[config.mk]
export PLATFORM = sky130hd
export DESIGN_NAME = fetch_top
export DESIGN_NICKNAME = d
export VERILOG_FILES = /design/src/common/bp_pkg.sv /design/src/common/bp_update_if.sv /design/src/fetch/branch_target_buffer.sv /design/src/fetch/local_predictor.sv /design/src/fetch/branch_queue.sv /design/src/fetch/fetch_sequencer.sv /design/src/hw/fetch_top.sv
export SDC_FILE = /design/constraint.sdc
export NUM_CORES = 2
export LEC_CHECK = 0
export ABC_CLOCK_PERIOD_IN_PS = 8600
export BUFFER_PORTS_ARGS = -buffer_cell sky130_fd_sc_hd__buf_2
export CELL_PAD_IN_SITES_DETAIL_PLACEMENT = 1
export CELL_PAD_IN_SITES_GLOBAL_PLACEMENT = 1
export CORE_ASPECT_RATIO = 1.25
export CORE_MARGIN = 1
export CORE_UTILIZATION = 30
export CTS_CLUSTER_DIAMETER = 40
export CTS_CLUSTER_SIZE = 12
export DETAILED_ROUTE_END_ITERATION = 6
export GPL_ROUTABILITY_DRIVEN = 0
export PLACE_DENSITY_LB_ADDON = 0.1
export RECOVER_POWER = 100
export SLEW_MARGIN = 20
export SYNTH_ARGS = -nofsm -noshare
export SYNTH_HDL_FRONTEND = slang
export SYNTH_MEMORY_MAX_BITS = 65536
export SYNTH_SLANG_ARGS = --single-unit
[constraint.sdc]
create_clock -name clk -period 8.6 [get_ports clk]
set_input_delay 0.43 -clock clk [delete_from_list [all_inputs] [get_ports clk]]
set_output_delay 0.43 -clock clk [all_outputs]
set_load 0.01 [all_outputs]
[src/common/bp_pkg.sv]
package bp_pkg;

  // widths
  localparam int xlen = 32;

  // control-transfer opcodes
  localparam logic [6:0] op_branch = 7'b1100011;
  localparam logic [6:0] op_jal    = 7'b1101111;
  localparam logic [6:0] op_jalr   = 7'b1100111;

  // branch target buffer indexed by pc[5:0]
  localparam int btb_index_w = 6;
  localparam int btb_tag_w   = xlen - btb_index_w;

  // local predictor
  localparam int lht_index_w = 4;  // pc[3:0]
  localparam int hist_w      = 4;  // also counter table index
  localparam int ctr_w       = 2;

  // pending branch queue
  localparam int queue_depth = 8;
  localparam int queue_ptr_w = 3;

endpackage

[src/common/bp_update_if.sv]
`timescale 1ns/1ps

interface bp_update_if;

  logic                    upd_valid;
  logic [bp_pkg::xlen-1:0] upd_pc;
  logic                    upd_taken;
  logic [bp_pkg::xlen-1:0] upd_target;

  modport source (output upd_valid, output upd_pc, output upd_taken, output upd_target);

  modport btb (input upd_valid, input upd_pc, input upd_taken, input upd_target);

  modport predictor (input upd_valid, input upd_pc, input upd_taken);

endinterface

[src/fetch/branch_target_buffer.sv]
`timescale 1ns/1ps

module branch_target_buffer (
  input  logic                    clk,
  input  logic                    rst,
  input  logic [bp_pkg::xlen-1:0] lookup_pc,
  output logic                    hit,
  output logic [bp_pkg::xlen-1:0] target,
  bp_update_if.btb                upd
);

  logic [2**bp_pkg::btb_index_w-1:0] valid_bits;
  logic [bp_pkg::btb_tag_w-1:0]      tag_mem    [2**bp_pkg::btb_index_w];
  logic [bp_pkg::xlen-1:0]           target_mem [2**bp_pkg::btb_index_w];

  logic [bp_pkg::btb_index_w-1:0] rd_idx;
  logic [bp_pkg::btb_tag_w-1:0]   rd_tag;
  logic [bp_pkg::btb_index_w-1:0] wr_idx;
  logic [bp_pkg::btb_tag_w-1:0]   wr_tag;
  logic                           wr_en;

  assign rd_idx = lookup_pc[bp_pkg::btb_index_w-1:0];
  assign rd_tag = lookup_pc[bp_pkg::xlen-1:bp_pkg::btb_index_w];

  assign wr_idx = upd.upd_pc[bp_pkg::btb_index_w-1:0];
  assign wr_tag = upd.upd_pc[bp_pkg::xlen-1:bp_pkg::btb_index_w];
  assign wr_en  = upd.upd_valid & upd.upd_taken;  // only taken branches allocate

  assign hit    = valid_bits[rd_idx] && (tag_mem[rd_idx] == rd_tag);
  assign target = target_mem[rd_idx];

  always_ff @(posedge clk or posedge rst)
  begin
    if (rst)
    begin
      valid_bits <= '0;
    end
    else if (wr_en)
    begin
      valid_bits[wr_idx] <= 1'b1;
    end
  end

  always_ff @(posedge clk)
  begin
    if (wr_en)
    begin
      tag_mem[wr_idx]    <= wr_tag;
      target_mem[wr_idx] <= upd.upd_target;
    end
  end

endmodule

[src/fetch/local_predictor.sv]
`timescale 1ns/1ps

module local_predictor (
  input  logic                    clk,
  input  logic                    rst,
  input  logic [bp_pkg::xlen-1:0] lookup_pc,
  output logic                    taken,
  bp_update_if.predictor          upd
);

  logic [bp_pkg::hist_w-1:0] lht [2**bp_pkg::lht_index_w];  // per-pc history
  logic [bp_pkg::ctr_w-1:0]  pht [2**bp_pkg::hist_w];       // 2-bit counters

  logic [bp_pkg::lht_index_w-1:0] rd_idx;
  logic [bp_pkg::hist_w-1:0]      rd_hist;
  logic [bp_pkg::lht_index_w-1:0] upd_idx;
  logic [bp_pkg::hist_w-1:0]      upd_hist;
  logic [bp_pkg::ctr_w-1:0]       upd_ctr;

  assign rd_idx  = lookup_pc[bp_pkg::lht_index_w-1:0];
  assign rd_hist = lht[rd_idx];
  assign taken   = pht[rd_hist][bp_pkg::ctr_w-1];  // msb of counter

  assign upd_idx  = upd.upd_pc[bp_pkg::lht_index_w-1:0];
  assign upd_hist = lht[upd_idx];
  assign upd_ctr  = pht[upd_hist];

  always_ff @(posedge clk or posedge rst)
  begin
    if (rst)
    begin
      for (int i = 0; i < 2**bp_pkg::lht_index_w; i++)
      begin
        lht[i] <= '0;
      end
      for (int j = 0; j < 2**bp_pkg::hist_w; j++)
      begin
        pht[j] <= '0;
      end
    end
    else if (upd.upd_valid)
    begin
      if (upd.upd_taken && (upd_ctr != '1))
        pht[upd_hist] <= upd_ctr + 1'b1;
      else if (!upd.upd_taken && (upd_ctr != '0))
        pht[upd_hist] <= upd_ctr - 1'b1;
      // newest outcome goes in at the top
      lht[upd_idx] <= {upd.upd_taken, upd_hist[bp_pkg::hist_w-1:1]};
    end
  end

endmodule

[src/fetch/branch_queue.sv]
`timescale 1ns/1ps

module branch_queue (
  input  logic                    clk,
  input  logic                    rst,
  input  logic                    push,
  input  logic [bp_pkg::xlen-1:0] push_pc,
  input  logic                    push_pred_taken,
  input  logic [bp_pkg::xlen-1:0] push_pred_next,
  input  logic                    pop,
  input  logic                    clear,
  output logic                    full,
  output logic                    empty,
  output logic [bp_pkg::xlen-1:0] head_pc,
  output logic                    head_pred_taken,
  output logic [bp_pkg::xlen-1:0] head_pred_next
);

  logic [bp_pkg::xlen-1:0]   pc_mem    [bp_pkg::queue_depth];
  logic                      taken_mem [bp_pkg::queue_depth];
  logic [bp_pkg::xlen-1:0]   next_mem  [bp_pkg::queue_depth];
  logic [bp_pkg::queue_ptr_w-1:0] wptr;
  logic [bp_pkg::queue_ptr_w-1:0] rptr;
  logic [bp_pkg::queue_ptr_w:0]   count;
  logic do_push;
  logic do_pop;

  assign full  = (count == (bp_pkg::queue_ptr_w+1)'(bp_pkg::queue_depth));
  assign empty = (count == '0);

  assign do_push = push & ~full & ~clear;  // clear wins
  assign do_pop  = pop & ~empty & ~clear;

  assign head_pc         = pc_mem[rptr];
  assign head_pred_taken = taken_mem[rptr];
  assign head_pred_next  = next_mem[rptr];

  always_ff @(posedge clk or posedge rst)
  begin
    if (rst)
    begin
      wptr  <= '0;
      rptr  <= '0;
      count <= '0;
    end
    else if (clear)
    begin
      wptr  <= '0;
      rptr  <= '0;
      count <= '0;
    end
    else
    begin
      if (do_push)
        wptr <= wptr + 1'b1;  // wraps at depth
      if (do_pop)
        rptr <= rptr + 1'b1;
      if (do_push && !do_pop)
        count <= count + 1'b1;
      else if (do_pop && !do_push)
        count <= count - 1'b1;
    end
  end

  always_ff @(posedge clk)
  begin
    if (do_push)
    begin
      pc_mem[wptr]    <= push_pc;
      taken_mem[wptr] <= push_pred_taken;
      next_mem[wptr]  <= push_pred_next;
    end
  end

endmodule

[src/fetch/fetch_sequencer.sv]
`timescale 1ns/1ps

module fetch_sequencer (
  input  logic                    clk,
  input  logic                    rst,
  input  logic [bp_pkg::xlen-1:0] imem_data,
  input  logic                    resolve_valid,
  input  logic                    resolve_taken,
  input  logic [bp_pkg::xlen-1:0] resolve_target,
  input  logic                    btb_hit,
  input  logic [bp_pkg::xlen-1:0] btb_target,
  input  logic                    pred_taken,
  input  logic                    q_full,
  input  logic                    q_empty,
  input  logic [bp_pkg::xlen-1:0] q_head_pc,
  input  logic                    q_head_pred_taken,
  input  logic [bp_pkg::xlen-1:0] q_head_pred_next,
  output logic [bp_pkg::xlen-1:0] imem_addr,
  output logic [bp_pkg::xlen-1:0] lookup_pc,
  output logic                    q_push,
  output logic [bp_pkg::xlen-1:0] q_push_pc,
  output logic                    q_push_pred_taken,
  output logic [bp_pkg::xlen-1:0] q_push_pred_next,
  output logic                    q_pop,
  output logic                    q_clear,
  output logic                    fetch_valid,
  output logic [bp_pkg::xlen-1:0] fetch_pc,
  output logic [bp_pkg::xlen-1:0] fetch_instr,
  output logic                    fetch_pred_taken,
  output logic                    flush,
  output logic                    stall,
  bp_update_if.source             upd
);

  logic [bp_pkg::xlen-1:0] pc;
  logic [6:0]              opcode;
  logic                    is_branch;
  logic                    is_jump;
  logic                    is_ctrl;
  logic                    hold;
  logic                    predict;
  logic [bp_pkg::xlen-1:0] next_pc;
  logic                    res_fire;
  logic                    mispredict;
  logic [bp_pkg::xlen-1:0] correct_pc;

  assign imem_addr = pc;
  assign lookup_pc = pc;

  // opcode classification
  assign opcode    = imem_data[6:0];
  assign is_branch = (opcode == bp_pkg::op_branch);
  assign is_jump   = (opcode == bp_pkg::op_jal) || (opcode == bp_pkg::op_jalr);
  assign is_ctrl   = is_branch | is_jump;

  assign predict = (is_jump & btb_hit) | (is_branch & btb_hit & pred_taken);
  assign next_pc = predict ? btb_target : pc + 1'b1;
  assign hold    = is_ctrl & q_full;  // no room to track it

  assign q_push            = is_ctrl & ~q_full;
  assign q_push_pc         = pc;
  assign q_push_pred_taken = predict;
  assign q_push_pred_next  = next_pc;

  // resolve against oldest pending branch
  assign res_fire   = resolve_valid & ~q_empty;
  assign mispredict = res_fire &&
                      ((resolve_taken != q_head_pred_taken) ||
                       (resolve_taken && (resolve_target != q_head_pred_next)));
  assign correct_pc = resolve_taken ? resolve_target : q_head_pc + 1'b1;

  assign q_pop   = res_fire;
  assign q_clear = mispredict;
  assign stall   = q_full;

  assign upd.upd_valid  = res_fire;
  assign upd.upd_pc     = q_head_pc;
  assign upd.upd_taken  = resolve_taken;
  assign upd.upd_target = resolve_target;

  always_ff @(posedge clk or posedge rst)
  begin
    if (rst)
    begin
      pc          <= '0;
      fetch_valid <= 1'b0;
      flush       <= 1'b0;
    end
    else
    begin
      if (mispredict)
        pc <= correct_pc;  // redirect
      else if (!hold)
        pc <= next_pc;
      fetch_valid <= ~mispredict & ~hold;
      flush       <= mispredict;
    end
  end

  always_ff @(posedge clk)
  begin
    fetch_pc         <= pc;
    fetch_instr      <= imem_data;
    fetch_pred_taken <= predict;
  end

endmodule

[src/hw/fetch_top.sv]
`timescale 1ns/1ps

module fetch_top (
  input  logic                    clk,
  input  logic                    rst,
  input  logic [bp_pkg::xlen-1:0] imem_data,
  input  logic                    resolve_valid,
  input  logic                    resolve_taken,
  input  logic [bp_pkg::xlen-1:0] resolve_target,
  output logic [bp_pkg::xlen-1:0] imem_addr,
  output logic                    fetch_valid,
  output logic [bp_pkg::xlen-1:0] fetch_pc,
  output logic [bp_pkg::xlen-1:0] fetch_instr,
  output logic                    fetch_pred_taken,
  output logic                    flush,
  output logic                    stall
);

  logic [bp_pkg::xlen-1:0] lookup_pc;
  logic                    btb_hit;
  logic [bp_pkg::xlen-1:0] btb_target;
  logic                    pred_taken;
  logic                    q_push;
  logic [bp_pkg::xlen-1:0] q_push_pc;
  logic                    q_push_pred_taken;
  logic [bp_pkg::xlen-1:0] q_push_pred_next;
  logic                    q_pop;
  logic                    q_clear;
  logic                    q_full;
  logic                    q_empty;
  logic [bp_pkg::xlen-1:0] q_head_pc;
  logic                    q_head_pred_taken;
  logic [bp_pkg::xlen-1:0] q_head_pred_next;

  bp_update_if upd_bus ();  // resolve updates

  fetch_sequencer u_seq (
    .clk               (clk),
    .rst               (rst),
    .imem_data         (imem_data),
    .resolve_valid     (resolve_valid),
    .resolve_taken     (resolve_taken),
    .resolve_target    (resolve_target),
    .btb_hit           (btb_hit),
    .btb_target        (btb_target),
    .pred_taken        (pred_taken),
    .q_full            (q_full),
    .q_empty           (q_empty),
    .q_head_pc         (q_head_pc),
    .q_head_pred_taken (q_head_pred_taken),
    .q_head_pred_next  (q_head_pred_next),
    .imem_addr         (imem_addr),
    .lookup_pc         (lookup_pc),
    .q_push            (q_push),
    .q_push_pc         (q_push_pc),
    .q_push_pred_taken (q_push_pred_taken),
    .q_push_pred_next  (q_push_pred_next),
    .q_pop             (q_pop),
    .q_clear           (q_clear),
    .fetch_valid       (fetch_valid),
    .fetch_pc          (fetch_pc),
    .fetch_instr       (fetch_instr),
    .fetch_pred_taken  (fetch_pred_taken),
    .flush             (flush),
    .stall             (stall),
    .upd               (upd_bus.source)
  );

  branch_target_buffer u_btb (
    .clk       (clk),
    .rst       (rst),
    .lookup_pc (lookup_pc),
    .hit       (btb_hit),
    .target    (btb_target),
    .upd       (upd_bus.btb)
  );

  local_predictor u_pred (
    .clk       (clk),
    .rst       (rst),
    .lookup_pc (lookup_pc),
    .taken     (pred_taken),
    .upd       (upd_bus.predictor)
  );

  branch_queue u_queue (
    .clk             (clk),
    .rst             (rst),
    .push            (q_push),
    .push_pc         (q_push_pc),
    .push_pred_taken (q_push_pred_taken),
    .push_pred_next  (q_push_pred_next),
    .pop             (q_pop),
    .clear           (q_clear),
    .full            (q_full),
    .empty           (q_empty),
    .head_pc         (q_head_pc),
    .head_pred_taken (q_head_pred_taken),
    .head_pred_next  (q_head_pred_next)
  );

endmodule

# After elaboration in Yosys (flattened, before gate mapping)
# Memories as Yosys holds them, arrays and structs flattened.
# Cells that the tools add are included.
# totals
mem_count,5
wordCells,158
inputBits,68
regBits,269
ram_bits,4232
output_inout_bits,100
# op_classes
mux,40
n_reduce_logical,22
n_eq_ne,9
bitwise,23
n_addsub,8
n_lt_le_gt_ge,9
# memory_table
memory,depth,width,read_ports,rd_clocked_by_memory_dff,write_ports,line,rtl
u_btb.target_mem,64,32,1,0,1,branch_target_buffer.sv:14,logic [bp_pkg::xlen-1:0] target_mem [2**bp_pkg::btb_index_w];
u_btb.tag_mem,64,26,1,0,1,branch_target_buffer.sv:13,logic [bp_pkg::btb_tag_w-1:0] tag_mem [2**bp_pkg::btb_index_w];
u_queue.next_mem,8,32,1,0,1,branch_queue.sv:21,logic [bp_pkg::xlen-1:0] next_mem [bp_pkg::queue_depth];
u_queue.pc_mem,8,32,1,0,1,branch_queue.sv:19,logic [bp_pkg::xlen-1:0] pc_mem [bp_pkg::queue_depth];
u_queue.taken_mem,8,1,1,0,1,branch_queue.sv:20,logic taken_mem [bp_pkg::queue_depth];
# ops
op,count
32-bit two-way mux,6
32-bit by 1-bit adder with 32-bit output (second input constant),2
32-bit bitwise mux,2
64-bit bitwise mux,1
64-bit bitwise OR,1
4-bit binary-select mux with 4-bit select,2
4-bit two-way mux,8
32-bit != test,1
26-bit equality test,1
7-bit equality test (second input constant),3
5-bit greater-or-equal comparator (second input constant),4
4-bit NOT with 5-bit output,4
2-bit binary-select mux with 4-bit select,2
4-bit demux with 4-bit select,1
6-bit by 7-bit < comparator with 1-bit output (second input constant),2
1-bit bitwise AND,12
3-bit two-way mux,4
1-bit logical AND,10
5-bit by 1-bit < comparator with 1-bit output (second input constant),2
2-bit two-way mux,5
2-bit demux with 4-bit select,1
2-bit nonzero test,4
3-bit by 1-bit adder with 3-bit output (second input constant),2
1-bit binary-select mux with 6-bit select,1
other kinds (18),30

# Logic depth before layout (Yosys ltp)
# logic_depth
ltp_word,13
depth_mapped,23
mapped_depth_nobuf,19

# Cells and area by module
# From an unflattened synthesis, not the netlist that was laid out.
# hier_totals
hier_cells,8046
area_unflattened_um2,176559.3
# by_module_without_submodules
module,area_each_um2,n_inst,cells_each,seq_area_each_um2
branch_target_buffer,144074.4,1,5980,113068.4
branch_queue,20256.9,1,835,15865.2
fetch_sequencer,6577.6,1,772,2152.1
local_predictor,5650.4,1,459,2402.3

# Worst setup path after synthesis
# OpenSTA, ideal clock, no wires.
# synth_timing
kind,flip-flop to flip-flop
startpoint,reg u_queue.rptr[0] in the netlist's numbering
endpoint,reg u_btb.valid_bits[7] in the netlist's numbering
path_slack_ps,349
arrival_ps,8152
path_buffers,3
t_required_ps,8501
setup_time_ps,99
path_stages_with_launch,9
cell_sequence,dfrtp_1 > buf_2 > buf_4 > buf_2 > mux4_2 > mux2i_1 > nand2_1 > nor4_1 > or2_2
# synth_between
elab_chain_cells,6
elab_cells_between_ends,7
# synth_rtl
element,line,rtl
"start, declared",branch_queue.sv:23,logic [bp_pkg::queue_ptr_w-1:0] rptr;
"start signal, assigned",branch_queue.sv:57,rptr <= rptr + 1'b1;
memory read 8 x 32 bit (*),-,
6-bit by 7-bit < comparator with 1-bit output (implied by the code) or 6-bit by 1-bit greater-or-equal comparator with 1-bit output (tied branches),branch_target_buffer.sv:40,valid_bits[wr_idx] <= 1'b1;
1-bit logical AND (implied by the code),branch_target_buffer.sv:40,
1-bit two-way mux (implied by the code),branch_target_buffer.sv:40,
1-bit demux with 6-bit select (*),-,
64-bit bitwise OR (no line) (*),-,
"end signal, assigned",branch_target_buffer.sv:36,valid_bits <= '0;
"end signal, assigned by index",branch_target_buffer.sv:40,
"end, declared",branch_target_buffer.sv:12,logic [2**bp_pkg::btb_index_w-1:0] valid_bits;
# Mark *: on every way between the ends. The rest lies on a longest branch, timed or not.
# A chain may end at the register's enable or synchronous reset.

# Worst setup path after layout
# layout_timing
startpoint,reg u_queue.rptr[0] in the netlist's numbering
endpoint,mem u_btb.target_mem[4][21] in the netlist's numbering (enable)
# layout_between
elab_chain_cells,1
# layout_rtl
element,line
memory read 8 x 32 bit,-
"end, declared",branch_target_buffer.sv:14
# No other way between the ends.

==> results_dict.tcl <==
set metrics [dict create \
    drc_errors 0 \
    crit_fanout 54 \
    wl_per_cell_um 39.7 \
    fill_cells 56300 \
    rows 313 \
    final_nets 8897 \
    antenna_left 0 \
    layout_min_cycle_time_ps 8020 \
    power.density_nw_per_um2 370 \
    antenna_found_initial 86 \
    first_pass_iters 5 \
    hold_path.class "primary input to register" \
    dp_hpwl_um 376000 \
    avgSynthCellArea_um2 21.9 \
    core-area_um2 582000 \
    synth-edff-count 4232 \
    slew_violations 8223 \
    failed_checks "capacitance limit, slew limit" \
    syn_nets 8098 \
    io_pins 168 \
    multiInputGateArea_um2 39900 \
    netlist_area_um2 176000 \
    synthArstFlopShare_pct 4.53 \
    num_vias 91300 \
    gr-total-overflow 0 \
    postCtsResizedCells 0 \
    cts_tree "yes" \
    cts.clk_slew.worst_paths_ps 50 \
    grt_use_total_pct 22.6 \
    cts.sinks 4501 \
    fmax_mhz 125 \
    setup_viol 0 \
    syn_inst 8017 \
    grt_max_degree 115 \
    ys_warn_count 0 \
    crit_chain "mux4_2 > mux2i_1 > nand2_1 > nor3_1 > nand2_1 > nor2_1 > clkdlybuf4s18_2" \
    post-route-period-util_pct 93.3 \
    drv_cap 231 \
    fp.dieH_um 857 \
    crit_required_ps 9220 \
    cp_slowest_stage_delay_ps 2860 \
    worst_pin_slew_ps 4910 \
    post_drt_via_cell_ratio 5.36 \
    grt_pass1_vias 96100 \
    dieWidth_um 686 \
    status "finished with violations" \
    synth_seq_cells 4501 \
    clock_latency_ps 1110 \
    start_util_pct 30.2 \
    root_buffer "clkbuf_16" \
    ys.flop_type "edfxtp_1" \
    port_buffers 167 \
    postCtsHoldBufs 88 \
    crit_arrival_ps 8640 \
    dr.first_iter.drc_count 9617 \
    ir_drop_uv 295 \
    setup_tns_ps 0 \
    grt_pass1_wl_um 899000 \
    ff_latch_area_um2 134000 \
    clockBufferDepth 4 \
    ctsHtreeMaxLevel 6 \
    leakage_nw 65.3 \
    numCtsBuffers 602 \
    worst_slew_margin_rel_pct -228 \
    finalPower_mw 76.5 \
    hold_violations 0 \
    post_cts_buffers 0 \
    crit_path_end_kind "register" \
    worst_path_most_repeated_cell "nand2_1" \
    drive_gt1_share_pct 28.1 \
    finClkSkew_ps 40.0 \
    slowest_stage "clkdlybuf4s18_2" \
    die_area_um2 588000 \
    synth_cell_types 92 \
    drt-total-wl_um 677000 \
    worst_setup_path_start_kind "register" \
    synthToLayoutAreaGrowth_pct 18.0 \
    worstSetupPathType "register to register" \
    rsz0062_at_grt "no" \
    seq_area_frac_synth_pct 76.1 \
]
[report_power, final]
group          internal (mW)  switching, mW
clock network           15.1           10.1
registers               26.8          0.896
logic                   8.42           15.2
total                   50.4           26.2
[final cells by class]
class | count | share of cell area (%)
flip-flops and latches | 4501 | 64.5
multi-input cells | 3042 | 19.3
clock buffers | 692 | 7.60
well taps | 7717 | 4.66
clock inverters | 393 | 2.03
repair buffers | 628 | 1.87
inverters | 41 | 0.0828
diodes | 20 | 0.0242
[layout by cell type (no fill, tap or decap), types with 40 or more instances in the layout]
cell | Yosys | final
a21oi_1 | 83 | 83
a22oi_1 | 108 | 109
buf_2 | 170 | 40
buf_4 | 47 | 107
bufinv_16 | 0 | 62
clkbuf_1 | 142 | 379
clkbuf_16 | 0 | 613
clkbuf_2 | 0 | 56
clkinv_1 | 0 | 66
clkinv_2 | 0 | 89
clkinvlp_4 | 0 | 57
dfrtp_1 | 204 | 200
dfxtp_1 | 65 | 65
dlygate4sd3_1 | 0 | 88
edfxtp_1 | 4232 | 4232
inv_6 | 0 | 73
mux2_1 | 13 | 41
mux2_2 | 145 | 122
mux2i_1 | 271 | 270
mux4_2 | 1167 | 1167
nand2_1 | 194 | 193
nand3_1 | 83 | 83
nor2_1 | 217 | 192
nor3_1 | 58 | 59
o22ai_1 | 47 | 47
or2_2 | 66 | 66
xnor2_1 | 94 | 93
[Yosys cell counts, types with 47 or more instances]
cell type  number  area [um2]
buf_1          48         180
mux4_2       1167       26300
a21oi_1        83         415
nand2_1       194         728
edfxtp_1     4232      127000
xnor2_1        94         823
mux2_2        145        1630
o22ai_1        47         294
nand3_1        83         415
a22oi_1       108         811
buf_4          47         353
dfrtp_1       204        5100
mux2i_1       271        2710
dfxtp_1        65        1300
buf_2         170         851
nor3_1         58         290
clkbuf_1      142         533
or2_2          66         413
nor2_1        217         815
[routing by layer]
| metal | track usage [%] | vias to the layer above | part of all wire (%) |
|---|---|---|---|
| li1 | - | 35500 | - |
| met1 | 29.5 | 51700 | 41 |
| met2 | 39.1 | 3144 | 50 |
| met3 | 3.24 | 905 | 5.3 |
| met4 | 6.86 | 8 | 3.6 |
| met5 | 0 | - | 0.0080 |
[stage by stage]
stage          hold slack, ps  std cells  cell area (um2)  util [%]  worst slack, ps
2_1_floorplan             434       8017           176000         -              349
3_3_place_gp              447      15800           188000      32.3             1750
3_5_place_dp              452      15800           188000      32.4             1690
4_1_cts                  7.10      17000           209000      35.9             1660
5_1_grt                   150      17000           207000      35.6              605
6_report                  164      17000           207000      35.6              577
[final timing paths]
kind | from | to | slack, ps | depth (start not counted)
worst max-delay path | u_queue.rptr[0] | u_btb.target_mem[4][21] | 580 | 7
worst min-delay path | imem_data[3] | u_seq.fetch_instr[3] | 160 | 2
worst min register to register | u_btb.valid_bits[38] | u_btb.valid_bits[38] | 460 | 1
worst max register to register | u_queue.rptr[0] | u_btb.target_mem[4][21] | 580 | 7
max in group asynchronous | rst | u_btb.valid_bits[22] | 1630 | 5
min in group asynchronous | rst | u_queue.rptr[0] | 1870 | 4
[flip-flops by register name (all words and copies together), names as in the netlist, 8 cells and up, named ones only]
signal             flops
u_btb.target_mem    2048
u_btb.tag_mem       1664
u_queue.next_mem     256
u_queue.pc_mem       256
u_btb.valid_bits      64
u_pred.lht            64
u_seq.fetch_instr     32
u_seq.fetch_pc        32
u_seq.imem_addr       32
u_pred.pht            16
u_queue.taken_mem      8
[critical path, delay by kind of cell, from the launching register on]
family	cells	cell delay (ps)
simple gates	4	2280
flops	1	890
buf+inv	1	2860
mux	2	1180
[kinds of logic after synthesis]
group	Yosys count	share of synthesized area, %
multiplexers	1603	17.6
flip-flops	4501	76.1
adder cells (fa/ha/maj)	13	0.0969
buffers and inverters	474	1.35
AO/OA/AOI/OAI	475	1.98
XOR/XNOR	115	0.574
AND/OR/NAND/NOR	836	2.36
(Power assumes the default switching activity.)
